File: config.mk
export PLATFORM = sky130hd
export DESIGN_NAME = position_tracker
export DESIGN_NICKNAME = d
export VERILOG_FILES = /design/src/motor_pkg.sv /design/src/position_tracker.sv
export SDC_FILE = /design/constraint.sdc
export NUM_CORES = 1
export LEC_CHECK = 0
export ABC_AREA = 1
export BUFFER_PORTS_ARGS = -buffer_cell sky130_fd_sc_hd__buf_2
export CAP_MARGIN = 20
export CORE_ASPECT_RATIO = 0.7
export CORE_MARGIN = 3
export CORE_UTILIZATION = 58
export DETAILED_ROUTE_END_ITERATION = 8
export PLACE_DENSITY = 0.82
export SYNTH_ARGS = -nofsm -noshare
export SYNTH_HDL_FRONTEND = slang
export SYNTH_SLANG_ARGS = --single-unit
File: constraint.sdc
create_clock -name clk -period 2.9 [get_ports clk]
set_input_delay 0.58 -clock clk [delete_from_list [all_inputs] [get_ports clk]]
set_output_delay 0.58 -clock clk [all_outputs]
set_load 0.03 [all_outputs]
File: src/motor_pkg.sv
`default_nettype none

package motor_pkg;

	localparam int STEP_W = 16;
	localparam int SPEED_W = 16;
	localparam int ADDR_W = 9;
	localparam int MS_W = 3;
	localparam int TABLE_DEPTH = 2 ** ADDR_W;

	// clk cycles per step tick
	localparam int TICK_DIV = 4;
	localparam int TICK_W = $clog2(TICK_DIV);
	localparam logic [TICK_W-1:0] TICK_LAST = TICK_W'(TICK_DIV - 1);

	// ticks before a reversed move starts
	localparam int REVERSE_DELAY = 4;
	localparam int REV_W = $clog2(REVERSE_DELAY);
	localparam logic [REV_W-1:0] REV_LAST = REV_W'(REVERSE_DELAY - 2);

	localparam logic [STEP_W-1:0] INIT_POSITION = STEP_W'(1);

	// linear ramp, address zero is the slowest entry
	localparam int SPEED_TOP = 40;
	localparam int SPEED_SLOPE = 2;
	localparam int TABLE_LAT = 2;

	typedef enum logic [1:0] {
		ST_IDLE    = 2'b00,
		ST_PREPARE = 2'b10,
		ST_RUNNING = 2'b11
	} motor_state_e;

	typedef struct packed {
		logic [SPEED_W-1:0] speed;
		logic [STEP_W-1:0]  steps;
		logic               dir;
		logic [MS_W-1:0]    ms;
	} motor_cmd_t;

	typedef struct packed {
		logic               busy;
		logic               zpsign;
		logic               tpsign;
		logic [SPEED_W-1:0] rt_speed;
		logic [STEP_W-1:0]  position;
	} motor_status_t;

	// half-period for a table address, floored at zero
	function automatic logic [SPEED_W-1:0] ramp_speed(input int addr);
		int v;
		v = SPEED_TOP - SPEED_SLOPE * addr;
		if (v < 0) begin
			v = 0;
		end
		return SPEED_W'(v);
	endfunction

endpackage

`default_nettype wire

File: src/position_tracker.sv
`timescale 1ns/1ps
`default_nettype none

module position_tracker (
	input  wire                          clk,
	input  wire                          resetn,
	input  wire                          i_zpd,
	input  wire  [motor_pkg::STEP_W-1:0] i_stroke,
	input  wire                          i_drive,
	input  wire                          i_dir,
	input  wire                          i_busy,
	output logic                         o_zpsign,
	output logic                         o_tpsign,
	output logic [motor_pkg::STEP_W-1:0] o_position,
	output logic                         o_limit_stop
);

	logic                         drive_d;
	logic                         fall;
	logic                         fwd;
	logic [motor_pkg::STEP_W-1:0] pos_next;

	assign fall = drive_d && !i_drive;
	assign fwd = !i_dir;

	always_ff @(posedge clk) begin
		if (!resetn) begin
			drive_d <= 1'b0;
		end else begin
			drive_d <= i_drive;
		end
	end

	// set any time, released only when leaving zero forward
	always_ff @(posedge clk) begin
		if (!resetn) begin
			o_zpsign <= 1'b0;
		end else if (i_zpd) begin
			o_zpsign <= 1'b1;
		end else if (i_busy && fwd) begin
			o_zpsign <= 1'b0;
		end
	end

	// saturating step between zero and stroke
	always_comb begin
		pos_next = o_position;
		if (fwd) begin
			if (o_position < i_stroke) begin
				pos_next = o_position + 1'b1;
			end
		end else if (o_position > motor_pkg::INIT_POSITION) begin
			pos_next = o_position - 1'b1;
		end
	end

	always_ff @(posedge clk) begin
		if (!resetn) begin
			o_position <= motor_pkg::INIT_POSITION;
		end else if (o_zpsign) begin
			o_position <= motor_pkg::INIT_POSITION;
		end else if (fall) begin
			o_position <= pos_next;
		end
	end

	always_ff @(posedge clk) begin
		if (!resetn) begin
			o_tpsign <= 1'b0;
		end else if (fall) begin
			o_tpsign <= !o_zpsign && (pos_next == i_stroke);
		end
	end

	assign o_limit_stop = (o_tpsign && fwd) || (o_zpsign && !fwd);

endmodule

`default_nettype wire

# Word-level counts from Yosys, hierarchy flattened
# Cells that the tools add are included.
# op_classes
add_sub_neg,2
magnitude_cmp,2
n_eq_ne,1
mux,5
bitwise,1
n_reduce_logical,11
# op_table
op,n
two-way mux 16 bit,3
adder 16 x 1 -> 16 bit (second input constant),1
equality test 16 bit,1
greater-than comparator 16 x 1 -> 1 bit (second input constant),1
< comparator 16 bit,1
subtractor 16 x 1 -> 16 bit (second input constant),1
logical AND 1 bit,5
zero test 1 bit,3
two-way mux 1 bit,2
nonzero test 2 bit,1
OR reduction 2 bit,1
logical OR 1 bit,1
NOT 1 bit,1
# totals
ff_bits,19
input_bits,22
out_inout_bits,19
elab_cells,26

# Longest topological paths before layout
# depth
depth_word,5
ltp_mapped,21
depth_no_buf,21

# Worst setup path before layout
# Ideal clock, no wire load.
# synth_path
kind,register to register
start,register o_position[5] (netlist name)
end,register o_tpsign
setup_time_ns,0.066
arrival_time_ns,2.349
required_ns,2.834
path_slack_ns,0.485
stages_incl_launch_ff,17
path_buffers,0
synth_period_minus_slack_ns,2.415
cell_sequence,dfxtp_1 > ha_1 > a21oi_1 > nor2_1 > nor3_1 > nand2_2 > nand2_4 > nand2_2 > o21ai_0 > nand2_1 > nand3_1 > nand2_1 > nor2_1 > nand2_1 > nor2_1 > nand2_1 > a21oi_2
# synth_via
elab_chain_cells,5
elab_cells_between_ends,9
cone_classes,2 x add/sub; 2 x order compare; 1 x eq/ne; 3 x mux; 1 x reduce/logical
# synth_lines
item,line_no,source
start: declaration,position_tracker.sv:14,"output logic [motor_pkg::STEP_W-1:0] o_position,"
start signal: assignment,position_tracker.sv:59,o_position <= motor_pkg::INIT_POSITION;
start signal: assignment,position_tracker.sv:61,o_position <= motor_pkg::INIT_POSITION;
start signal: assignment,position_tracker.sv:63,o_position <= pos_next;
adder 16 x 1 -> 16 bit (tied with other cells),position_tracker.sv:50,pos_next = o_position + 1'b1;
"two-way mux 16 bit, on equally long branches","position_tracker.sv:49, position_tracker.sv:52",
two-way mux 16 bit (*),position_tracker.sv:48,if (fwd) begin
equality test 16 bit (*),position_tracker.sv:71,o_tpsign <= !o_zpsign && (pos_next == i_stroke);
logical AND 1 bit (*),position_tracker.sv:71,
end signal: assignment,position_tracker.sv:71,
end: declaration,position_tracker.sv:13,"output logic o_tpsign,"
# Mark *: on every way between the ends. The rest lies on a longest branch, timed or not.
# A chain may end at the register's enable or synchronous reset.

# Worst setup path after layout
# layout_path
start,input i_stroke[15] (netlist name)
end,register o_tpsign
# layout_via
elab_chain_cells,5
# layout_lines
item,line_no,source
start: declaration,position_tracker.sv:8,"input wire [motor_pkg::STEP_W-1:0] i_stroke,"
< comparator 16 bit,position_tracker.sv:49,if (o_position < i_stroke) begin
two-way mux 16 bit,position_tracker.sv:49,
two-way mux 16 bit,position_tracker.sv:48,
equality test 16 bit (*),position_tracker.sv:71,
logical AND 1 bit (*),position_tracker.sv:71,
# Marked as above.

==> flow_summary.toml <==
[power]
power_density_nw_per_um2 = 291
peakVddDrop_mv = 0.171
power_leakage_nw = 1.58

[worst_setup_path]
crit_type = "in -> reg"
cp_data_required_time_ns = 3.12
cp.arrival_ns = 2.87
start_kind = "input port"
cp-end-kind = "flip-flop"
path_max_fanout = 16
r2r_slack_ns = 0.27

[floorplanning]
core.rowCount = 19
die-area_um2 = 5110
die-height_um = 60.7
initial_core_util_pct = 61.7
core_area_um2 = 4020
fp.dieW_um = 84.1
ios = 41

[sta]
period_minus_slack_ns = 2.65
slew_viol_final = 0
worstMarginPinSlew_ns = 0.522
rsz0062_at_grt = "no"
slew-limit-headroom_pct = 65.2
tns_ns = 0
final_hold_viol_count = 0
period_share_pct = 91.5
clock.fmax_mhz = 377
finalClockSkew_ns = 0.0119
final-setup-viol-count = 0

[synthesis]
synth_mux_area_share_pct = 0
synth-simple-area-share_pct = 46.9
synth.largest_area_cell = "nand2_1"
synth.area.top_cells = "nand2_1 20%, dfxtp_1 15%, nand3_1 9.3%"
synth_area_per_cell_um2 = 5.76
synth_xor_xnor_area_share_pct = 4.24
synth_seq_area_share_pct = 15.3
syn_area_um2 = 2480
synth_top_family_by_area = "simple AND/OR/NAND/NOR gates"
synth_nets = 470
syn_inst = 430
yosys.area.top_type_share_pct = 20.0
post_synth_num_cell_types = 33
synth_warnings = 0
synth-seq-cells = 19
synth_compound_area_share_pct = 12.3
synth_adder_area_share_pct = 9.09

[final_layout]
antenna_cells = 0
most-common-layout-cells = "131 x nand2_1, 54 x inv_1, 46 x nand3_1"
drive_above_1_share_pct = 17.3
final_nets = 515
final_common_cell = "nand2_1"
stdcell_count = 526
area_growth_pct = 12.8

[placement]
gp_congestion = 0.981
dp_cells = 522
place_hpwl_um = 6310
io_buffer_count = 40

[global_routing]
grt_first_pass_wirelength_um = 12700
grt_max_degree = 18
overflow = 0
grt_usage_pct = 31.8
grt_pass1_vias = 2565
grt_antenna_before_repair = 0

[detailed_routing]
routed_via_density = 5.71
routed_wl_um = 7840
ant_nets = 0
wire_per_inst_um = 14.9
post-route-drc-count = 0
drtPass1Iterations = 5
vias = 3003
drt_iter0_markers = 347

[status]
outcome = "completed"

[clock_network]
clk_latency_ns = 0.27
h-tree-depth = 1
cts-root-buf = "clkbuf_8"
cts_tree = "yes"
clockBufferDepth = 2
cts_sinks = 19
hold_buffers = 0
cts_buffers = 3
path_clk_slew_ns = 0.09

[min_path]
min_path_type = "in -> reg"

[job]
drv_cap = 0
[final timing paths]
kind	from	to	depth (start not counted)
worst min register to register	o_tpsign$_SDFFE_PN0P_	o_tpsign$_SDFFE_PN0P_	2
worst max-delay path	i_stroke[15]	o_tpsign$_SDFFE_PN0P_	15
worst max register to register	o_position[9]$_SDFFE_PP0P_	o_tpsign$_SDFFE_PN0P_	16
worst min-delay path	resetn	drive_d$_SDFF_PN0_	3
[kinds of logic after synthesis]
logic type / after synthesis
simple gates: 254
buf+inv: 70
fa+ha+maj: 18
xor+xnor: 12
flops: 19
compound gates: 57
[power by group]
part	internal, mW	total, mW	switching (mW)
registers	0.270	0.284	0.0139
clock network	0.0961	0.205	0.109
logic	0.105	0.323	0.217
[cell usage after synthesis]
cell and number:
o21ai_1 2, a21oi_2 1, o211ai_1 1, nor4_2 1, nor3_2 3, a21boi_1 1, a21oi_1 24, nand2_4 1
nand4_1 7, nand3_2 3, nand3_1 46, nor2_2 3, inv_2 5, nor3_1 7, clkbuf_1 5, o2111ai_1 1
o21ai_0 25, nand2_2 4, nand2_1 132, nand3b_1 3, nor4_4 1, o21a_1 1, nor2_4 3, ha_1 18
nor2_1 39, dfxtp_1 19, o21ai_2 1, and2_1 1, inv_1 54, xnor2_1 1, buf_2 1, xor2_1 11
buf_6 5
[sequential cells by signal, summed over array words and instances, names as in the netlist]
register / count
o_zpsign: 1
o_tpsign: 1
drive_d: 1
o_position: 16
[worst max-delay path, cell delays in order]
cell	delay (ns)
buf_2	0.09
inv_1	0.05
ha_1	0.29
nand2_1	0.13
nor4_4	0.39
nand2_4	0.19
nand2_2	0.21
o21ai_0	0.13
a21boi_1	0.21
nor2_1	0.06
nor2_1	0.14
nand2_1	0.11
nor2_1	0.11
nand2_1	0.07
a21oi_2	0.10
[area by class of cell]
| type | count | area, um2 |
|---|---|---|
| clock inverter | 1 | 5.00 |
| tap | 52 | 65.1 |
| multi-input combinational | 341 | 1800 |
| inverter | 59 | 221 |
| fill | 389 | 1220 |
| sequential | 19 | 380 |
| timing repair buffer | 51 | 283 |
| clock buffer | 3 | 41.3 |
[through the flow]
| step | utilization [%] | area (um2) | total power, mW | setup WS [ns] | hold slack, ns |
|---|---|---|---|---|---|
| detailed placement | 68.4 | 2750 | 0.603 | 0.0243 | 0.520 |
| global route | 69.6 | 2800 | 0.866 | 0.0137 | 0.542 |
| finish | 69.6 | 2800 | 0.812 | 0.247 | 0.526 |
| floorplan | - | 2480 | 0.510 | 0.485 | 0.618 |
| global placement | 68.4 | 2750 | 0.596 | 0.0146 | 0.514 |
| CTS | 69.5 | 2790 | 0.810 | 0.302 | 0.528 |
[metal layers]
metal / GRT usage, % / share of wire [%] / vias to the layer above
li1: - / - / 1474
met1: 46.9 / 48 / 1346
met2: 46.6 / 39 / 169
met3: 6.78 / 11 / 14
met4: 8.94 / 1.7 / 0
met5: 0 / 0 / -
[what timing repair did]
action	in CTS	in global routing
resized for setup	0	1
endpoints found under the setup margin	0	1
buffers inserted	0	0
Note: power is estimated with default switching activity, not from simulation.
