## src/motor_pkg.sv

```systemverilog
`default_nettype none

package motor_pkg;

	localparam int STEP_W = 16;
	localparam int SPEED_W = 16;
	localparam int ADDR_W = 9;
	localparam int MS_W = 3;
	localparam int TABLE_DEPTH = 2 ** ADDR_W;

	// clk cycles per step tick
	localparam int TICK_DIV = 4;
	localparam int TICK_W = $clog2(TICK_DIV);
	localparam logic [TICK_W-1:0] TICK_LAST = TICK_W'(TICK_DIV - 1);

	// ticks before a reversed move starts
	localparam int REVERSE_DELAY = 4;
	localparam int REV_W = $clog2(REVERSE_DELAY);
	localparam logic [REV_W-1:0] REV_LAST = REV_W'(REVERSE_DELAY - 2);

	localparam logic [STEP_W-1:0] INIT_POSITION = STEP_W'(1);

	// linear ramp, address zero is the slowest entry
	localparam int SPEED_TOP = 40;
	localparam int SPEED_SLOPE = 2;
	localparam int TABLE_LAT = 2;

	typedef enum logic [1:0] {
		ST_IDLE    = 2'b00,
		ST_PREPARE = 2'b10,
		ST_RUNNING = 2'b11
	} motor_state_e;

	typedef struct packed {
		logic [SPEED_W-1:0] speed;
		logic [STEP_W-1:0]  steps;
		logic               dir;
		logic [MS_W-1:0]    ms;
	} motor_cmd_t;

	typedef struct packed {
		logic               busy;
		logic               zpsign;
		logic               tpsign;
		logic [SPEED_W-1:0] rt_speed;
		logic [STEP_W-1:0]  position;
	} motor_status_t;

	// half-period for a table address, floored at zero
	function automatic logic [SPEED_W-1:0] ramp_speed(input int addr);
		int v;
		v = SPEED_TOP - SPEED_SLOPE * addr;
		if (v < 0) begin
			v = 0;
		end
		return SPEED_W'(v);
	endfunction

endpackage

`default_nettype wire

```

## src/step_motor_core.sv

```systemverilog
`timescale 1ns/1ps
`default_nettype none

module step_motor_core (
	input  wire                           clk,
	input  wire                           resetn,
	input  wire                           i_tick,
	input  wire motor_pkg::motor_cmd_t    i_cmd,
	input  wire                           i_start_pend,
	input  wire                           i_stop_pend,
	input  wire                           i_limit_stop,
	input  wire  [motor_pkg::ADDR_W-1:0]  i_acce_max,
	input  wire  [motor_pkg::ADDR_W-1:0]  i_deac_max,
	output logic                          o_a_en,
	output logic [motor_pkg::ADDR_W-1:0]  o_a_addr,
	input  wire  [motor_pkg::SPEED_W-1:0] i_a_data,
	output logic                          o_b_en,
	output logic [motor_pkg::ADDR_W-1:0]  o_b_addr,
	input  wire  [motor_pkg::SPEED_W-1:0] i_b_data,
	output logic                          o_busy,
	output logic [motor_pkg::SPEED_W-1:0] o_rt_speed,
	output logic                          o_drive,
	output logic                          o_dir,
	output logic [motor_pkg::MS_W-1:0]    o_ms
);

	motor_pkg::motor_state_e          state;
	logic [motor_pkg::REV_W-1:0]      rev_cnt;
	logic [motor_pkg::STEP_W-1:0]     step_cnt;
	logic [motor_pkg::STEP_W-1:0]     step_remain;
	logic [motor_pkg::SPEED_W-1:0]    speed_cnt;
	logic [motor_pkg::SPEED_W-1:0]    speed_cur;
	logic [motor_pkg::SPEED_W-1:0]    speed_max;
	logic [motor_pkg::SPEED_W-1:0]    speed_var;
	logic [motor_pkg::SPEED_W-1:0]    start_speed;
	logic                             rd_en;
	logic [motor_pkg::TABLE_LAT+2:0]  rd_pipe;
	logic                             acce_ing;
	logic                             deac_ing;
	logic                             running;
	logic                             should_start;
	logic                             phase_end;
	logic                             finish;
	logic                             leave;
	logic                             go_rise;

	assign o_busy = state[1];
	assign running = (state == motor_pkg::ST_RUNNING);
	assign should_start = i_tick && i_start_pend && (state == motor_pkg::ST_IDLE);
	assign phase_end = running && (speed_cnt == '0);
	assign finish = phase_end && !o_drive && (step_remain == '0);
	assign leave = i_stop_pend || i_limit_stop || finish;
	assign go_rise = phase_end && !o_drive && (step_remain != '0) && !leave;

	// first step runs at table entry zero
	assign start_speed = (motor_pkg::ramp_speed(0) > i_cmd.speed) ?
		motor_pkg::ramp_speed(0) : i_cmd.speed;

	always_ff @(posedge clk) begin
		if (!resetn) begin
			state <= motor_pkg::ST_IDLE;
		end else if (i_tick) begin
			case (state)
			motor_pkg::ST_IDLE: begin
				if (i_start_pend) begin
					state <= (i_cmd.dir == o_dir) ? motor_pkg::ST_RUNNING :
						motor_pkg::ST_PREPARE;
				end
			end
			motor_pkg::ST_PREPARE: begin
				if (i_stop_pend) begin
					state <= motor_pkg::ST_IDLE;
				end else if (rev_cnt == motor_pkg::REV_LAST) begin
					state <= motor_pkg::ST_RUNNING;
				end
			end
			motor_pkg::ST_RUNNING: begin
				if (leave) begin
					state <= motor_pkg::ST_IDLE;
				end
			end
			default: state <= motor_pkg::ST_IDLE;
			endcase
		end
	end

	always_ff @(posedge clk) begin
		if (!resetn) begin
			rev_cnt <= '0;
		end else if (i_tick) begin
			rev_cnt <= (state == motor_pkg::ST_PREPARE) ? rev_cnt + 1'b1 : '0;
		end
	end

	always_ff @(posedge clk) begin
		if (!resetn) begin
			o_dir <= 1'b0;
		end else if (should_start) begin
			o_dir <= i_cmd.dir;
		end
	end

	always_ff @(posedge clk) begin
		if (should_start) begin
			speed_max <= i_cmd.speed;
			o_ms <= i_cmd.ms;
		end
	end

	// steps done and steps left, both move on a drive rise
	always_ff @(posedge clk) begin
		if (!resetn) begin
			step_cnt <= '0;
			step_remain <= '0;
		end else if (should_start) begin
			step_cnt <= '0;
			step_remain <= i_cmd.steps;
		end else if (i_tick && go_rise) begin
			step_cnt <= step_cnt + 1'b1;
			step_remain <= step_remain - 1'b1;
		end
	end

	always_ff @(posedge clk) begin
		if (!resetn) begin
			speed_cnt <= '0;
		end else if (i_tick) begin
			if (!running) begin
				speed_cnt <= '0;
			end else if (speed_cnt == '0) begin
				speed_cnt <= speed_cur;
			end else begin
				speed_cnt <= speed_cnt - 1'b1;
			end
		end
	end

	always_ff @(posedge clk) begin
		if (!resetn) begin
			o_drive <= 1'b0;
		end else if (i_tick) begin
			if (!running || leave) begin
				o_drive <= 1'b0;
			end else if (go_rise) begin
				o_drive <= 1'b1;
			end else if (phase_end) begin
				o_drive <= 1'b0;
			end
		end
	end

	// table read pipeline, one read per drive rise
	always_ff @(posedge clk) begin
		if (!resetn) begin
			rd_en <= 1'b0;
			rd_pipe <= '0;
		end else begin
			rd_en <= i_tick && go_rise;
			rd_pipe <= {rd_pipe[motor_pkg::TABLE_LAT+1:0], rd_en};
		end
	end

	always_ff @(posedge clk) begin
		if (rd_en) begin
			acce_ing <= (step_cnt[motor_pkg::STEP_W-1:motor_pkg::ADDR_W] == '0) &&
				(step_cnt[motor_pkg::ADDR_W-1:0] < i_acce_max);
			deac_ing <= (step_remain[motor_pkg::STEP_W-1:motor_pkg::ADDR_W] == '0) &&
				(step_remain[motor_pkg::ADDR_W-1:0] < i_deac_max);
		end
		if (rd_pipe[0]) begin
			o_a_addr <= acce_ing ? step_cnt[motor_pkg::ADDR_W-1:0] : i_acce_max;
			o_b_addr <= deac_ing ? step_remain[motor_pkg::ADDR_W-1:0] : i_deac_max;
		end
		// slowest of the two ramps
		if (rd_pipe[motor_pkg::TABLE_LAT+1]) begin
			speed_var <= (i_a_data > i_b_data) ? i_a_data : i_b_data;
		end
	end

	assign o_a_en = rd_pipe[1];
	assign o_b_en = rd_pipe[1];

	always_ff @(posedge clk) begin
		if (should_start) begin
			speed_cur <= start_speed;
		end else if (rd_pipe[motor_pkg::TABLE_LAT+2]) begin
			speed_cur <= (speed_var > speed_max) ? speed_var : speed_max;
		end
	end

	assign o_rt_speed = speed_cur;

	a_drive_in_running: assert property (
		@(posedge clk) disable iff (!resetn) o_drive |-> running
	);

endmodule

`default_nettype wire

```

## config.mk

```make
export PLATFORM = sky130hd
export DESIGN_NAME = step_motor_core
export DESIGN_NICKNAME = d
export VERILOG_FILES = /design/src/motor_pkg.sv /design/src/step_motor_core.sv
export SDC_FILE = /design/constraint.sdc
export NUM_CORES = 1
export LEC_CHECK = 0
export BUFFER_PORTS_ARGS = -buffer_cell sky130_fd_sc_hd__buf_2
export CORE_ASPECT_RATIO = 1.4
export CORE_MARGIN = 4
export CORE_UTILIZATION = 32
export CTS_CLUSTER_DIAMETER = 150
export DETAILED_ROUTE_END_ITERATION = 16
export GPL_TIMING_DRIVEN = 0
export MAX_ROUTING_LAYER = met4
export PLACE_DENSITY = 0.52
export RECOVER_POWER = 25
export SLEW_MARGIN = 20
export SYNTH_ARGS = -nofsm -noshare
export SYNTH_HDL_FRONTEND = slang
export SYNTH_SLANG_ARGS = --single-unit
```

## constraint.sdc

```tcl
create_clock -name clk -period 2.73 [get_ports clk]
set_input_delay 0.546 -clock clk [delete_from_list [all_inputs] [get_ports clk]]
set_output_delay 0.546 -clock clk [all_outputs]
set_load 0.05 [all_outputs]
```

# [Word-level counts from Yosys, hierarchy flattened]
# Cells that the tools add are included.
[word_totals] reg_bits=131 out_inout_bits=42 inputBits=92 word_cells=83
[op_classes] bitwise=1 addsub=4 n_reduce_logical=28 mux=21 n_eq_ne=7 magnitude_cmp=5
[op_table] op="$mux 16" count=9
[op_table] op="$gt 16x16->1" count=2
[op_table] op="$logic_not 16->1" count=2
[op_table] op="$sub 16x1->16 const B" count=2
[op_table] op="$lt 9x9->1" count=2
[op_table] op="$mux 9" count=2
[op_table] op="$add 16x1->16 const B" count=1
[op_table] op="$gt 6x16->1 const A" count=1
[op_table] op="$reduce_bool 16->1" count=1
[op_table] op="$logic_not 7->1" count=2
[op_table] op="$logic_and 1x1->1" count=10
[op_table] op="$mux 2" count=5
[op_table] op="$eq 2x2->1 const B" count=3
[op_table] op="$pmux 2 s3" count=1
[op_table] op="$mux 1" count=4
[op_table] op="$reduce_and 4->1" count=1
[op_table] op="$reduce_bool 2->1" count=2
[op_table] op="$logic_not 1->1" count=3
[op_table] op="$logic_or 1x1->1" count=3
[op_table] op="$ne 3x3->1 const B" count=1
[op_table] op="$reduce_bool 3->1" count=1
[op_table] op="$add 2x1->2 const B" count=1
[op_table] op="$logic_not 2->1" count=1
[op_table] op="$ne 2x1->1 const B" count=1
[op_table] op="other kinds (5)" count=5

# [Longest topological paths before layout]
[depth] word_depth=10 depth_mapped=10 ltp_nobuf=8

# [Least setup slack after synthesis]
# Ideal clock, no wire load.
[synth_path] kind="input port to flip-flop" from="in i_b_data[12] (netlist name)" to="reg speed_var[10] (netlist name), data pin" required_time_ns=2.470 setup_slack_ns=-0.090 path_stages=9 setup_time_ns=0.260 n_path_buf=1 arrival_ns=2.560 path_cell_list="inv_1 -> ha_1 -> and3_1 -> nand4_1 -> nor3_1 -> a211oi_1 -> a21oi_1 -> clkbuf_1 -> mux2_2"
[synth_via] elab_chain_len=2
[synth_lines] element="start, declared" line_no="step_motor_core.sv:19" text="input wire [motor_pkg::SPEED_W-1:0] i_b_data,"
[synth_lines] element="$gt 16x16->1" line_no="step_motor_core.sv:176" text="speed_var <= (i_a_data > i_b_data) ? i_a_data : i_b_data;"
[synth_lines] element="$mux 16" line_no="step_motor_core.sv:176"
[synth_lines] element="end signal, assigned" line_no="step_motor_core.sv:176"
[synth_lines] element="end, declared" line_no="step_motor_core.sv:34" text="logic [motor_pkg::SPEED_W-1:0] speed_var;"
# No other way between the ends.
# A chain may end at the register's enable or synchronous reset.

# [Final worst setup path]
[layout_path] from="reg speed_var[15] (netlist name)" to="reg speed_cur, in the netlist o_rt_speed[9], data pin"
[layout_via] elab_chain_len=4
[layout_lines] element="$gt 16x16->1" line_no="step_motor_core.sv:187" text="speed_cur <= (speed_var > speed_max) ? speed_var : speed_max;"
[layout_lines] element="$mux 16" line_no="step_motor_core.sv:187"
[layout_lines] element="$mux 16" line_no="step_motor_core.sv:186" text="end else if (rd_pipe[motor_pkg::TABLE_LAT+2]) begin"
[layout_lines] element="$mux 16" line_no="step_motor_core.sv:184" text="if (should_start) begin"
[layout_lines] element="end signal, assigned" line_no="step_motor_core.sv:185" text="speed_cur <= start_speed;"
[layout_lines] element="end signal, assigned" line_no="step_motor_core.sv:187"
[layout_lines] element="end, declared" line_no="step_motor_core.sv:32" text="logic [motor_pkg::SPEED_W-1:0] speed_cur;"
# No other way between the ends. The select of a mux whose other input is x is not followed.

==> out/results.ini <==
[clocking]
cts_root_buffer = clkbuf_16
tritoncts.num_buffers = 17
depth_of_the_cts_h_tree = 4
postCtsHoldBufs = 0
clkSlewWorstSetupHoldPaths_ns = 0.06
clk_lat_worst_skew_ns = 0.43
clock_path_buffers = 2
tritoncts_clock_tree = yes
cts_sinks = 131

[synthesis]
edff_count_synth = 71
synth.largest_area_cell = edfxtp_1
synth_top_flop_cell = edfxtp_1
synth_area_leaders = edfxtp_1 29%, dfxtp_1 16%, ha_1 9.1%, o21ai_0 4.2%, nand2_1 3.9%
netlist_instances = 789
yosysTopAreaCellShare_pct = 28.7
synth_common_cells = 77 x nand2_1, 71 x edfxtp_1, 62 x o21ai_0, 60 x dfxtp_1, 60 x inv_1
async_flop_share_pct = 0
post_synthesis_instance_area_sq_um = 7440
synth.net_count = 935
yosysWarnings = 0
post-synth-top-count-cell = nand2_1
synth.yosys.seq_area_share_pct = 44.8
synth.lib_cells_used.distinct = 63
synth-seq-cells = 131
synthesis.area_per_instance_sq_um = 9.43

[route]
finalWirelength_mm = 20.3
initialDrtViolationCount = 476
detail-route-antenna-nets = 0
vias_per_cell = 5.09
wl_per_cell_um = 16.2
remaining_drc_errors = 0
firstDrtPassIters = 5
detailroute.via_count = 6385

[floorplanning]
die-height_um = 188
die_w_um = 137
core-area_sq_um = 22700
i_o_pin_total = 134
initial_core_utilization_pct = 32.8
floorplan.rows = 65
dieArea_sq_um = 25800

[place]
gp_routability_congestion = 0.879
numPortBuffers = 132
detailedPlacementHpwl_mm = 15.6

[power_and_ir_drop]
irDropWorstVdd_mv = 0.446
netSwitchingPower_mw = 1.48
design_power_total_mw = 5.50
leakage_power_nw = 3.74
power.clock.fraction_pct = 44.7
power_frac_seq_pct = 40.4
cellInternalPower_mw = 4.01
comb_power_share_pct = 14.9
power_density_over_the_cells_nw_per_um2 = 595
power.share.switching_pct = 27.0

[status]
status = complete, no violations

[worst_hold_path]
min-delay-start = i_cmd[2]
worst_hold_path_class = in -> reg
worst_hold_path.num_cells = 1
hold-path-endpoint = o_ms[2]

[setup_path]
setup.worst_path.start_class = flop
crit_path_max_fanout = 10
reg2reg_to = o_rt_speed[9]
cp_data_required_time_ns = 2.90
reg2regPathDepth = 7
timing.critical_path.arrival_ns = 2.76
r2r_path_start = speed_var[15]
worstSetupPathType = reg -> reg
cp-end-kind = flop
r2r_setup_slack_ns = 0.14

[global_route]
grt_overflow_total = 0
first_global_vias = 6227
grt_pass1_wl_mm = 32.5
grt_antenna_before_repair = 0
grt_max_degree = 29
grt_usage_pct = 16.5

[sta]
final-max-slew-violation-count = 0
totalNegativeSetupSlack_ns = 0
finalSetupViolations = 0
min_period_ns = 2.59
slew_headroom_pct = 36.7
maxClockFrequency_mhz = 387
hold_violations = 0
clock_skew_ns = 0.00996
finalCritPeriodShare_pct = 94.8
tightest_slew_ns = 0.948

[finish]
n_antenna_cell = 0
layout.nets = 1087
areaGrowthSynthToFinish_pct = 24.2
n_fill_cell = 2283
layout_cell_share_with_drive_strength_beyond_1_pct = 21.5

[run]
maxCapViolCount = 0

[power by group through the flow]
| stage | combinational, mW | clock, mW | sequential, mW |
|---|---|---|---|
| 5_1_grt | 0.917 | 2.60 | 2.23 |
| 2_1_floorplan | 0.474 | 0 | 2.32 |
| 6_report | 0.821 | 2.45 | 2.22 |
| 3_3_place_gp | 0.805 | 0 | 2.26 |
| 4_1_cts | 0.816 | 2.50 | 2.22 |
| 3_5_place_dp | 0.808 | 0 | 2.26 |
[registers in the layout, indices dropped and copies added (netlist names), 3 cells and up]
name / cells
rd_pipe: 5
speed_var: 16
o_ms: 3
o_a_addr: 9
step_remain: 16
o_rt_speed: 16
speed_cnt: 16
speed_max: 16
o_b_addr: 9
step_cnt: 16
[placed cells by master (no fill, tap or decap), types with 5 or more instances in the layout]
| cell type | instances |
|---|---|
| o21ai_0 | 61 |
| a21oi_1 | 45 |
| nor3_1 | 17 |
| nand2_1 | 77 |
| a41oi_2 | 5 |
| nor4_1 | 21 |
| a211oi_1 | 6 |
| dfxtp_1 | 60 |
| nand4_1 | 25 |
| nand2b_1 | 5 |
| xor2_1 | 22 |
| edfxtp_1 | 71 |
| ha_1 | 54 |
| a32oi_1 | 5 |
| xnor2_1 | 7 |
| and2_1 | 13 |
| inv_1 | 60 |
| o211ai_1 | 5 |
| clkbuf_16 | 21 |
| clkbuf_1 | 44 |
| or3_1 | 5 |
| buf_2 | 117 |
| nand3_1 | 33 |
| clkbuf_2 | 5 |
| mux2_2 | 18 |
| nor2_1 | 45 |
| a41oi_1 | 6 |
| o21a_1 | 5 |
| buf_4 | 6 |
| and3_1 | 9 |
[through the flow]
| stage | hold slack [ns] | setup slack, ns | instances | utilization [%] | instance area [sq um] |
|---|---|---|---|---|---|
| after floorplan | 0.412 | 0.0115 | 789 | - | 7440 |
| after global placement | 0.425 | -0.648 | 1222 | 37.4 | 8480 |
| after detailed placement | 0.423 | -0.514 | 1222 | 37.4 | 8480 |
| after CTS | 0.273 | 0.0155 | 1254 | 40.3 | 9150 |
| after global routing | 0.273 | -0.00914 | 1255 | 40.7 | 9240 |
| final | 0.293 | 0.143 | 1255 | 40.7 | 9240 |
[area by class of cell]
class                           instances  area, sq um  share of cell area, %
Clock inverter                          7         80.1                  0.867
Timing Repair Buffer                  134          656                   7.10
Sequential cell                       131         3330                   36.1
Tap cell                              301          377                   4.08
Inverter                               60          225                   2.44
Multi-Input combinational cell        555         3790                   41.0
Buffer                                 42          206                   2.23
Clock buffer                           25          571                   6.17
[how the worst max path moves through the flow]
stage / from / endpoint / slack (ns)
after floorplan: i_b_data[12] / speed_var[10] / 0.01
after global placement: i_tick / o_rt_speed[7] / -0.65
after detailed placement: i_b_data[12] / speed_var[12] / -0.51
after CTS: speed_max[14] / o_rt_speed[7] / 0.02
after global routing: speed_max[11] / o_rt_speed[9] / -0.009
final: speed_var[15] / o_rt_speed[9] / 0.14
[worst max-delay path: stages, from the launching register on]
cell and delay [ns]:
edfxtp_1 0.42, ha_1 0.33, nand4_1 0.19, buf_4 0.21, or4_4 0.60, clkbuf_4 0.23, a41oi_2 0.23, nand3_1 0.12
[what timing repair did]
action | 4_1_cts | 5_1_grt
buffers inserted | 0 | 2
pin swaps | 0 | 2
setup endpoints to repair | 21 | 32
endpoints found under the hold margin | 0 | 0
cloned | 0 | 0
resized for setup | 6 | 29
[logic make-up (layout without fill, tap and decap cells)]
group | Yosys count | in the layout | synth area share (%)
flops | 131 | 131 | 44.8
buf+inv | 103 | 268 | 5.63
fa+ha+maj | 54 | 54 | 9.08
xor+xnor | 29 | 29 | 3.41
simple gates | 277 | 277 | 19.0
compound gates | 175 | 175 | 15.1
mux | 20 | 20 | 2.99
[layer usage]
metal	part of all wire (%)	wire [um]	up-vias	GRT usage, %
met1	42	8550	2965	19.4
met2	49	10000	179	27.3
met4	2.4	490	0	6.18
met3	6.0	1230	29	3.93
li1	-	-	3212	-
met5	0	0	-	-
Note: power is estimated with default switching activity, not from simulation.
