## src/motor_pkg.sv

```systemverilog
`default_nettype none

package motor_pkg;

	localparam int STEP_W = 16;
	localparam int SPEED_W = 16;
	localparam int ADDR_W = 9;
	localparam int MS_W = 3;
	localparam int TABLE_DEPTH = 2 ** ADDR_W;

	// clk cycles per step tick
	localparam int TICK_DIV = 4;
	localparam int TICK_W = $clog2(TICK_DIV);
	localparam logic [TICK_W-1:0] TICK_LAST = TICK_W'(TICK_DIV - 1);

	// ticks before a reversed move starts
	localparam int REVERSE_DELAY = 4;
	localparam int REV_W = $clog2(REVERSE_DELAY);
	localparam logic [REV_W-1:0] REV_LAST = REV_W'(REVERSE_DELAY - 2);

	localparam logic [STEP_W-1:0] INIT_POSITION = STEP_W'(1);

	// linear ramp, address zero is the slowest entry
	localparam int SPEED_TOP = 40;
	localparam int SPEED_SLOPE = 2;
	localparam int TABLE_LAT = 2;

	typedef enum logic [1:0] {
		ST_IDLE    = 2'b00,
		ST_PREPARE = 2'b10,
		ST_RUNNING = 2'b11
	} motor_state_e;

	typedef struct packed {
		logic [SPEED_W-1:0] speed;
		logic [STEP_W-1:0]  steps;
		logic               dir;
		logic [MS_W-1:0]    ms;
	} motor_cmd_t;

	typedef struct packed {
		logic               busy;
		logic               zpsign;
		logic               tpsign;
		logic [SPEED_W-1:0] rt_speed;
		logic [STEP_W-1:0]  position;
	} motor_status_t;

	// half-period for a table address, floored at zero
	function automatic logic [SPEED_W-1:0] ramp_speed(input int addr);
		int v;
		v = SPEED_TOP - SPEED_SLOPE * addr;
		if (v < 0) begin
			v = 0;
		end
		return SPEED_W'(v);
	endfunction

endpackage

`default_nettype wire

```

## src/motor_cmd_select.sv

```systemverilog
`timescale 1ns/1ps
`default_nettype none

module motor_cmd_select (
	input  wire                   clk,
	input  wire                   resetn,
	input  wire                   i_tick,
	input  wire                   i_busy,
	input  wire                   i_sel,
	input  wire motor_pkg::motor_cmd_t i_pri_cmd,
	input  wire motor_pkg::motor_cmd_t i_ext_cmd,
	input  wire                   i_pri_start,
	input  wire                   i_pri_stop,
	input  wire                   i_ext_start,
	input  wire                   i_ext_stop,
	output motor_pkg::motor_cmd_t o_cmd,
	output logic                  o_start_pend,
	output logic                  o_stop_pend
);

	motor_pkg::motor_cmd_t live_cmd;
	logic                  live_start;
	logic                  live_stop;
	logic                  take_start;

	assign live_cmd = i_sel ? i_ext_cmd : i_pri_cmd;
	assign live_start = i_sel ? i_ext_start : i_pri_start;
	assign live_stop = i_sel ? i_ext_stop : i_pri_stop;
	assign take_start = !o_start_pend && !i_busy && live_start;

	// held until the next tick
	always_ff @(posedge clk) begin
		if (!resetn) begin
			o_start_pend <= 1'b0;
		end else if (o_start_pend) begin
			if (i_tick) begin
				o_start_pend <= 1'b0;
			end
		end else if (take_start) begin
			o_start_pend <= 1'b1;
		end
	end

	always_ff @(posedge clk) begin
		if (take_start) begin
			o_cmd <= live_cmd;
		end
	end

	always_ff @(posedge clk) begin
		if (!resetn) begin
			o_stop_pend <= 1'b0;
		end else if (o_stop_pend) begin
			if (i_tick) begin
				o_stop_pend <= 1'b0;
			end
		end else if (i_busy && live_stop) begin
			o_stop_pend <= 1'b1;
		end
	end

	// the core leaves idle on the same tick that consumes the start
	a_start_not_busy: assert property (
		@(posedge clk) disable iff (!resetn) !(o_start_pend && i_busy)
	);

endmodule

`default_nettype wire

```

## config.mk

```make
export PLATFORM = sky130hd
export DESIGN_NAME = motor_cmd_select
export DESIGN_NICKNAME = d
export VERILOG_FILES = /design/src/motor_pkg.sv /design/src/motor_cmd_select.sv
export SDC_FILE = /design/constraint.sdc
export NUM_CORES = 1
export LEC_CHECK = 0
export BUFFER_PORTS_ARGS = -buffer_cell sky130_fd_sc_hd__buf_2
export CAP_MARGIN = 20
export CORE_UTILIZATION = 37
export DETAILED_ROUTE_END_ITERATION = 16
export PLACE_DENSITY = 0.87
export SLEW_MARGIN = 25
export SYNTH_ARGS = -nofsm -noshare
export SYNTH_HDL_FRONTEND = slang
export SYNTH_SLANG_ARGS = --single-unit
```

## constraint.sdc

```tcl
create_clock -name clk -period 3.51 [get_ports clk]
set_input_delay 0.351 -clock clk [delete_from_list [all_inputs] [get_ports clk]]
set_output_delay 0.351 -clock clk [all_outputs]
set_load 0.01 [all_outputs]
```

* After elaboration in Yosys (flattened, before gate mapping)
Cells that the tools add are included.
** Storage, ports and cells
- Logic and storage cells :: 19
- Bits in registers :: 38
- Output and inout port bits :: 38
- Input bits :: 81
** Cells by class
- Multiplexer cells :: 8
- Reduce and logical (&&, ||, !) cells :: 5
** Operators with widths (number)
- $mux W36 :: 1
- $mux W1 :: 7
- $logic_and A1 B1 Y1 :: 3
- $logic_not A1 Y1 :: 2

* Depth between registers and ports, before layout
Gate-level depths: netlist of run 1.
- Word-level depth :: 5
- Gate-level depth with buffers :: 3
- Mapped depth without buffers :: 2

* Worst setup path before layout of run 1
Ideal clock, no wire load.
- Path type :: input port to flip-flop
- Start :: input i_sel
- End :: register o_cmd[0] in the netlist's numbering, enable pin
- Required time :: 3.036 ns
- Arrival time :: 3.099 ns
- Setup slack :: -0.063 ns
- Cell stages on the path :: 3
- Setup time :: 0.474 ns
- Path buffers :: 1
- Cell sequence :: buf_6 mux2i_1 nor3_1
** Between the ends
- Word-level cells in the longest chain between the ends :: 2
** RTL lines
- start: declaration :: line motor_cmd_select.sv:9 : input wire i_sel,
- $mux W1 :: line motor_cmd_select.sv:27 : assign live_start = i_sel ? i_ext_start : i_pri_start;
- $logic_and A1 B1 Y1 :: line motor_cmd_select.sv:29 : assign take_start = !o_start_pend && !i_busy && live_start;
- via take_start :: line motor_cmd_select.sv:24 : logic take_start;
- end signal: assignment :: line motor_cmd_select.sv:46 : o_cmd <= live_cmd;
- end: declaration :: line motor_cmd_select.sv:16 : output motor_pkg::motor_cmd_t o_cmd,
The timed path passes the listed nets, and every way through them passes these cells.
A chain may end at the register's enable or synchronous reset.

==> results of run 1 <==
## power breakdown
group	total [mW]	internal (mW)	switching [mW]
combinational	0.156	0.0912	0.0647
sequential	0.537	0.530	0.00674
clock	0.352	0.209	0.143
## synthesized netlist by cell type
cell type  instances
buf_2              1
o21ai_0            1
edfxtp_1          36
nor3_1             1
inv_1              1
o41ai_2            1
mux2i_1            2
buf_6              3
dfxtp_1            2
mux2_4            20
mux2_2            16
nand3b_1           3
## per-stage QoR
stage	setup slack, ns	instances	hold WS (ns)
2_1_floorplan	1.04	87	0.454
3_3_place_gp	1.93	255	0.474
3_5_place_dp	1.88	255	0.501
4_1_cts	2.16	263	0.322
5_1_grt	2.08	263	0.329
6_report	2.17	263	0.335
## layer usage
layer,global-route usage (%),share of wire [%]
met5,0,0
met4,4.67,0.75
met3,7.36,12
met2,23.0,48
met1,15.1,40
## layout make-up
type	count	share of cell area, %
Tap cell	52	2.64
Inverter	1	0.152
Clock inverter	3	1.62
Clock buffer	5	2.79
Timing Repair Buffer	120	24.6
Sequential cell	38	45.5
Multi-Input combinational cell	44	22.7
## kinds of logic (layout without fill, tap and decap cells)
group	after synthesis	count (layout)	synth area share, %
DFF	38	38	65.4
buffers and inverters	5	129	2.48
muxes	38	38	29.2
AOI/OAI and AO/OA	2	2	1.24
and+or+nand+nor	4	4	1.61
## worst max-delay path by stage
| stage | from | slack (ns) | depth (start not counted) | end |
|---|---|---|---|---|
| after global placement | i_sel | 1.93 | 3 | o_cmd[34] |
| final | i_sel | 2.17 | 3 | o_cmd[0] |
| after global routing | o_start_pend | 2.08 | 2 | o_cmd[16] |
| after floorplan | i_sel | 1.04 | 3 | o_cmd[0] |
| after CTS | o_start_pend | 2.16 | 2 | o_cmd[22] |
| after detailed placement | i_sel | 1.88 | 3 | o_cmd[0] |
## state kept, by name, indices dropped and copies added (netlist names)
name / cells
o_stop_pend: 1
o_cmd: 36
o_start_pend: 1
==> run summary, run 1 <==
Status = complete, no violations
Initial drt markers = 35
GRT Overall Usage = 13.8%
CP Data Arrival Time = 1.37 ns
Port-buffer cells = 118
FF/Latch Area = 1120 µm²
R2r setup slk = 2.19 ns
Area contributors post-synth = edfxtp_1 63%, mux2_4 18%, mux2_2 11%, dfxtp_1 2.3%, buf_6 2.0%
CTS tree = built
Final WL = 3320 µm
TritonCTS buffer count = 5
Clock Latency Late Sink = 0.28 ns
Synth unique cells = 12
Final design utilization = 55.8%
Avg Vias per Cell = 4.55
Largest area contributor in the netlist = edfxtp_1
Antenna diodes = 0
Slew margin rel. = 61.1%
Final Hold Viols = 0
Layout cells sized above 1 = 78.7%
Most common cell after layout, fill and taps aside = buf_2
R2R depth = 2
Core region area = 4410 µm²
Hold_sp = i_busy
# H-tree levels = 2
Unrepaired setup endpoints after global routing = no
Initial cell density of the core = 38.8%
Syn Std Cell Area = 1710 µm²
Root Buffer = clkbuf_8
DIE HEIGHT = 70.0 µm
Vias in the first global route = 1,164
Hold Crit Class = in -> reg
Cell Rows = 24
Hold Path Depth = 2
Worst path max stage delay = 0.47 ns
Total grt overflow = 0
Final #Nets = 291
Filler cells = 352
Post-synth net total = 168
Post-synthesis sequential area ratio = 65.4%
Worst-Margin Slew = 0.583 ns
Die Area = 4910 µm²
CP bufs+invs = 2
Final setup vio count = 0
Slowest cell on crit path = buf_4
Post-Syn Instances = 87
# clock sinks = 38
Final HPWL from detailed placement = 2480 µm
PwrDens = 424 nW/µm²
Reg clk slew, reported paths = 0.07 ns
Critical Path Sink Type = register
Largest net degree at the start of global routing = 38
Crit path kind = in -> reg
Area of the multi-input gates = 561 µm²
Largest delay share family, worst path = buffers and inverters
CP Data Required Time = 3.54 ns
Fin. max-slew vios = 0
Total power = 1.05 mW
Maximum operating frequency = 0.745 GHz
Post-Place Cell Area = 2360 µm²
CTS max path bufs = 2
Leak Pwr = 1.15 nW
Peak VDD IR = 239 µV
Maxcap violations = 0
CP Max Fanout = 37
Initial antenna violation count = 0
Boundary Pins = 119
Critical R2R Launch = o_start_pend
Worst setup SP type = input port
Fin Setup TNS = 0 ns
Drt wl/cell = 12.6 µm
Top cell type's share of synthesized area = 63.1%
Design area = 2460 µm²
Seq cells post-synth = 38
Hold-fix buffers, CTS = 0
Tmin final = 1.34 ns
DRT Pass-1 Iters = 2
Area growth syn-to-layout = 43.9%
DR DRC count = 0
Vias = 1,196
Most frequent cells in the layout = 118 x buf_2, 36 x edfxtp_1, 20 x mux2_4
Worst r2r dst = o_cmd[16]
ANT nets after route = 0
Wire length of the first global-routing pass = 5120 µm
RePlAce Congestion = 0.708
CTS resizes = 0
Yosys warnings = 0
Mapped Avg Cell Area = 19.7 µm²
Hold EP = o_start_pend
Die width = 70.0 µm
Clk_skew = 0.00211 ns
Critical Path, Cell by Cell = buf_2 > buf_4 > mux2_2
Post-CTS Setup Bufs = 0
Tcrit/Tclk final = 38.3%
No activity file was read; power rests on OpenSTA's default activity.
==> run 2, diff against run 1 <==
==> constraint.sdc (replaced) <==
create_clock -name clk -period 1.17 [get_ports clk]
set_input_delay 0.117 -clock clk [delete_from_list [all_inputs] [get_ports clk]]
set_output_delay 0.117 -clock clk [all_outputs]
set_load 0.01 [all_outputs]
==> run summary, run 2 (synthesis gave the netlist of run 1 again) <==
Comb power frac = 16.4% (+1.5 points)
Post-placement cell count = 257 (+0.78%)
Critical Path Stages = 2 (-1)
DR DRC count = 0 (unchanged)
Seq pwr share = 53.2% (+1.8 points)
Met3 Routed Length = 396 µm (+3.1%)
Largest register FFs = 36 (unchanged)
Port-buffer cells = 118 (unchanged)
Total power = 3.03 mW (+190%)
GRT Overall Usage = 15.3% (+1.4 points)
Initial drt markers = 32 (-8.6%)
Layout cells sized above 1 = 79.8% (+1.1 points)
Initial antenna violation count = 0 (unchanged)
Wire length of the first global-routing pass = 5690 µm (+11%)
Largest delay share family, worst path = flip-flops
Post-CTS Setup Bufs = 0 (unchanged)
Worst-Margin Slew = 0.252 ns (-0.331 ns)
CTS tree = built
Vias = 1,217 (+1.8%)
Worst path max stage delay = 0.35 ns (-0.12 ns)
PwrDens = 1210 nW/µm² (+190%)
TritonCTS buffer count = 5 (unchanged)
Fin. max-slew vios = 0 (unchanged)
Cell Rows = 24 (unchanged)
Clk pwr share = 30.4% (-3.3 points)
Hold_sp = i_busy
Internal power = 2.36 mW (+180%)
Final WL = 3520 µm (+5.9%)
Maximum operating frequency = 0.909 GHz
Most common cell after layout, fill and taps aside = buf_2
Final HPWL from detailed placement = 2810 µm (+13%)
Final Hold Viols = 0 (unchanged)
Critical Path Source = o_start_pend
Final #Nets = 293 (+0.69%)
ANT nets after route = 0 (unchanged)
NetSw = 670 µW (+210%)
Post-place setup slack = -0.00939 ns (-1.89 ns)
CP Max Fanout = 22 (-41%)
Critical Path, Cell by Cell = nor3_4 > buf_12
Core region area = 4410 µm² (unchanged)
Tcrit/Tclk final = 94.0%
Highest Signal Layer = met4
Largest register by flop count = o_cmd
CP Data Arrival Time = 1.09 ns (-0.28 ns)
Slowest cell on crit path = dfxtp_2
Clock Latency Late Sink = 0.28 ns (about the same)
Non-Filler Instances = 265 (+0.76%)
CTS max path bufs = 2 (unchanged)
Unrepaired setup endpoints after global routing = no
Reg clk slew, reported paths = 0.08 ns (about the same)
Wire length on met2 = 1810 µm (+14%)
Status = complete, no violations
Most frequent cells in the layout = 118 x buf_2, 36 x edfxtp_1, 20 x mux2_4
RePlAce Congestion = 0.786 (+11%)
Worst r2r dst = o_cmd[30]
Critical R2R Launch = o_start_pend
# clock sinks = 38 (unchanged)
Die width = 70.0 µm (unchanged)
Antenna diodes = 0 (unchanged)
Critical Path Sink Type = register
Final setup vio count = 0 (unchanged)
Peak VDD IR = 683 µV (+190%)
Largest net degree at the start of global routing = 38 (unchanged)
Root Buffer = clkbuf_8
CP Data Required Time = 1.16 ns (-2.38 ns)
Hold Crit Class = in -> reg
Area growth syn-to-layout = 45.9%
Leak Pwr = 1.15 nW (+0.61%)
Boundary Pins = 119 (unchanged)
Avg Vias per Cell = 4.59 (+0.99%)
Filler cells = 354 (+0.57%)
Area of the multi-input gates = 564 µm² (+0.67%)
Slew margin rel. = 82.9% (+22 points)
Maxcap violations = 0 (unchanged)
Crit path kind = reg -> reg
Net Sw Frac = 22.2% (+1.6 points)
Tmin final = 1.10 ns
Total grt overflow = 0 (unchanged)
R2r setup slk = 0.07 ns (-2.12 ns)
Drt wl/cell = 13.3 µm (+5.1%)
# H-tree levels = 2 (unchanged)
Setup ws final = 0.0699 ns (-2.10 ns)
Clk_skew = 0.00491 ns (+0.00280 ns)
Die Area = 4910 µm² (unchanged)
FF/Latch Area = 1120 µm² (+0.11%)
Vias in the first global route = 1,277 (+9.7%)
Post-route met1 wirelength = 1300 µm (-2.0%)
Initial cell density of the core = 38.8% (unchanged)
DIE HEIGHT = 70.0 µm (unchanged)
R2R depth = 2 (unchanged)
CP bufs+invs = 1 (-1)
Top Registers = o_cmd: 36 flops, o_start_pend: 1 flops, o_stop_pend: 1 flops
Worst setup SP type = register
DRT Pass-1 Iters = 4 (+2)
End of the critical path = o_cmd[30]
==> run 2: cell types whose count changed in the layout (fill, tap and decap cells not counted), sizes merged <==
cell / delta
buf: +2
bufinv: -1
clkbuf: +1
clkinv: -1
clkinvlp: +1
==> run 2: per-stage QoR <==
stage	TNS [ns]	utilization, %	instance area [µm²]	hold slack [ns]
floorplan	-19.48	-	1730	0.213
global placement	0	54.4	2400	0.380
detailed placement	-0.122	54.4	2400	0.386
CTS	0	56.5	2500	0.0762
global route	0	56.6	2500	0.0797
finish	0	56.6	2500	0.0869
==> run 2: per-layer routing <==
| layer | vias to the layer above | GRT usage (%) |
|---|---|---|
| li1 | 587 | - |
| met1 | 549 | 16.0 |
| met2 | 79 | 26.9 |
| met3 | 2 | 7.22 |
| met4 | 0 | 4.67 |
| met5 | - | 0 |
==> run 2: how the worst min path moves through the flow <==
stage | endpoint | cells after the start
finish | o_start_pend | 2
global route | o_start_pend | 2
CTS | o_start_pend | 2
detailed placement | o_start_pend | 2
global placement | o_start_pend | 2
floorplan | o_start_pend | 1
==> run 2: timing repair <==
item / 4_1_cts / 5_1_grt
gates resized for setup: 0 / 1
setup endpoints to repair: 0 / 1
hold buffers: 0 / 0
==> run 2: area by class of cell <==
class	count	share of cell area (%)
clock buffer	6	3.30
clock inverter	2	0.501
inverter	1	0.150
multi-input combinational	44	22.6
sequential	38	44.9
tap	52	2.60
timing repair buffer	122	26.0
==> run 2: power groups by stage <==
stage	clock network [mW]	logic (mW)	registers (mW)
after floorplan	0	0.212	1.68
after global placement	0	0.487	1.64
after detailed placement	0	0.500	1.64
after CTS	0.961	0.501	1.61
after global routing	1.02	0.535	1.62
final	0.922	0.495	1.61
==> run 3, diff against run 2 <==
--- a/config.mk
+++ b/config.mk
@@ -5,8 +5,10 @@
 export SDC_FILE = /design/constraint.sdc
 export NUM_CORES = 1
 export LEC_CHECK = 0
+export ABC_CLOCK_PERIOD_IN_PS = 1170
 export BUFFER_PORTS_ARGS = -buffer_cell sky130_fd_sc_hd__buf_2
 export CAP_MARGIN = 20
+export CORE_ASPECT_RATIO = 1.75
 export CORE_UTILIZATION = 37
 export DETAILED_ROUTE_END_ITERATION = 16
 export PLACE_DENSITY = 0.87
==> run summary, run 3 (synthesis gave the netlist of run 1 again) <==
Status = complete, no violations
Reg clk slew, reported paths = 0.07 ns (about the same)
Layout cells sized above 1 = 79.2% (-0.65 points)
Slew margin rel. = 83.5% (+0.64 points)
Vias in the first global route = 1,337 (+4.7%)
Die Area = 4920 µm² (+0.22%)
Critical R2R Launch = o_start_pend
Tcrit/Tclk final = 94.5% (+0.46 points)
Maximum operating frequency = 0.905 GHz (-0.48%)
Slowest cell on crit path = dfxtp_2
Hold Crit Class = in -> reg
Maxcap violations = 0 (unchanged)
Setup ws final = 0.0646 ns (-0.00533 ns)
Clock Latency Late Sink = 0.28 ns (about the same)
NetSw = 646 µW (-3.6%)
Largest net degree at the start of global routing = 23 (-39%)
GRT Overall Usage = 16.6% (+1.3 points)
Critical Path Source = o_start_pend
Tmin final = 1.11 ns (+0.00533 ns)
Internal power = 2.30 mW (-2.4%)
Avg Vias per Cell = 4.66 (+1.5%)
Post-place setup slack = 0.00905 ns (+0.0184 ns)
Final Hold Viols = 0 (unchanged)
Area growth syn-to-layout = 46.4%
Crit path kind = reg -> reg
Critical Path, Cell by Cell = nor3_4 > buf_6
# H-tree levels = 2 (unchanged)
Worst-Margin Slew = 0.242 ns (-0.00942 ns)
Peak VDD IR = 765 µV (+12%)
CP Max Fanout = 14 (-36%)
Initial cell density of the core = 38.9% (+0.088 points)
Most common cell after layout, fill and taps aside = buf_2
Most frequent cells in the layout = 118 x buf_2, 36 x edfxtp_1, 20 x mux2_4
PwrDens = 1170 nW/µm² (-3.0%)
Unrepaired setup endpoints after global routing = no
Total grt overflow = 0 (unchanged)
Drt wl/cell = 13.7 µm (+3.2%)
Final design utilization = 56.9% (+0.30 points)
Largest register by flop count = o_cmd
Total power = 2.95 mW (-2.7%)
Worst path max stage delay = 0.35 ns (about the same)
Clk pwr share = 28.1% (-2.3 points)
CTS tree = built
Root Buffer = clkbuf_8
Leak Pwr = 1.16 nW (+0.85%)
TritonCTS buffer count = 5 (unchanged)
Boundary Pins = 119 (unchanged)
Final WL = 3660 µm (+4.0%)
Hold-fix buffers, CTS = 0 (unchanged)
Seq pwr share = 54.7% (+1.5 points)
Cell Rows = 32 (+33%)
Final HPWL from detailed placement = 3050 µm (+8.4%)
Antenna diodes = 0 (unchanged)
Net Sw Frac = 21.9% (-0.21 points)
Top Registers = o_cmd: 36 flops, o_start_pend: 1 flops, o_stop_pend: 1 flops
DR DRC count = 0 (unchanged)
Initial antenna violation count = 0 (unchanged)
Final setup vio count = 0 (unchanged)
Worst setup SP type = register
Critical Path Sink Type = register
CTS max path bufs = 2 (unchanged)
# clock sinks = 38 (unchanged)
Fin. max-slew vios = 0 (unchanged)
ANT nets after route = 0 (unchanged)
DRT Pass-1 Iters = 3 (-1)
RePlAce Congestion = 0.793 (+0.88%)
Core region area = 4400 µm² (-0.23%)
Die width = 53.4 µm (-24%)
Initial drt markers = 21 (-34%)
Final #Nets = 296 (+1.0%)
Vias = 1,244 (+2.2%)
CP Data Required Time = 1.16 ns (about the same)
Clk_skew = 0.00516 ns (+0.000249 ns)
CP Data Arrival Time = 1.09 ns (about the same)
Largest register FFs = 36 (unchanged)
Hold_sp = i_busy
Comb power frac = 17.2% (+0.8 points)
Wire length of the first global-routing pass = 5690 µm (-0.12%)
Port-buffer cells = 118 (unchanged)
DIE HEIGHT = 92.0 µm (+31%)
[run 3: cell count changes in the layout (fill, tap and decap cells not counted), sizes merged]
cell      previous run  this run
buf                122       125
clkinv               1         2
clkinvlp             1         0
[run 3: worst paths after layout]
| path | end | slack [ns] | cells after the start |
|---|---|---|---|
| max | o_cmd[8] | 0.06 | 2 |
| min | o_start_pend | 0.10 | 2 |
| max reg2reg | o_cmd[8] | 0.06 | 2 |
| min reg2reg | o_stop_pend | 0.51 | 2 |
[run 3: metrics by stage]
step                cells  hold WS [ns]  setup TNS [ns]  area [µm²]
floorplan              87         0.213          -19.48        1730
finish                267         0.103               0        2510
global placement      259         0.384               0        2420
CTS                   267         0.101               0        2500
global route          267        0.0972               0        2510
detailed placement    259         0.401               0        2420
[run 3: routing by layer]
layer	global-route usage (%)	part of all wire, %	vias up	wire length (µm)
met3	6.14	10	5	371
met5	0	0	-	0
met2	30.5	56	83	2040
met1	15.2	32	562	1170
li1	-	-	594	-
met4	6.58	2.0	0	74
[run 3: layout make-up]
class	instances	area [µm²]
Clock buffer	6	72.6
Clock inverter	2	8.76
Fill cell	372	1900
Inverter	1	3.75
Multi-Input combinational cell	44	564
Sequential cell	38	1120
Tap cell	51	63.8
Timing Repair Buffer	125	672
[run 3: worst max-delay path: cells and delay by family, from the launching register on]
kind | cells | cell delay, ns
AND/OR/NAND/NOR | 1 | 0.24
buffers and inverters | 1 | 0.21
flip-flops | 1 | 0.35
[run 3: power groups by stage]
stage | Clock [mW] | Combinational, mW | Sequential [mW]
2_1_floorplan | 0 | 0.212 | 1.68
3_3_place_gp | 0 | 0.494 | 1.64
3_5_place_dp | 0 | 0.511 | 1.64
4_1_cts | 0.857 | 0.512 | 1.61
5_1_grt | 0.918 | 0.549 | 1.62
6_report | 0.829 | 0.507 | 1.61
[run 3: what timing repair did]
item	CTS	global route
buffers inserted	0	0
gates resized for setup	0	1
setup endpoints to repair	0	13
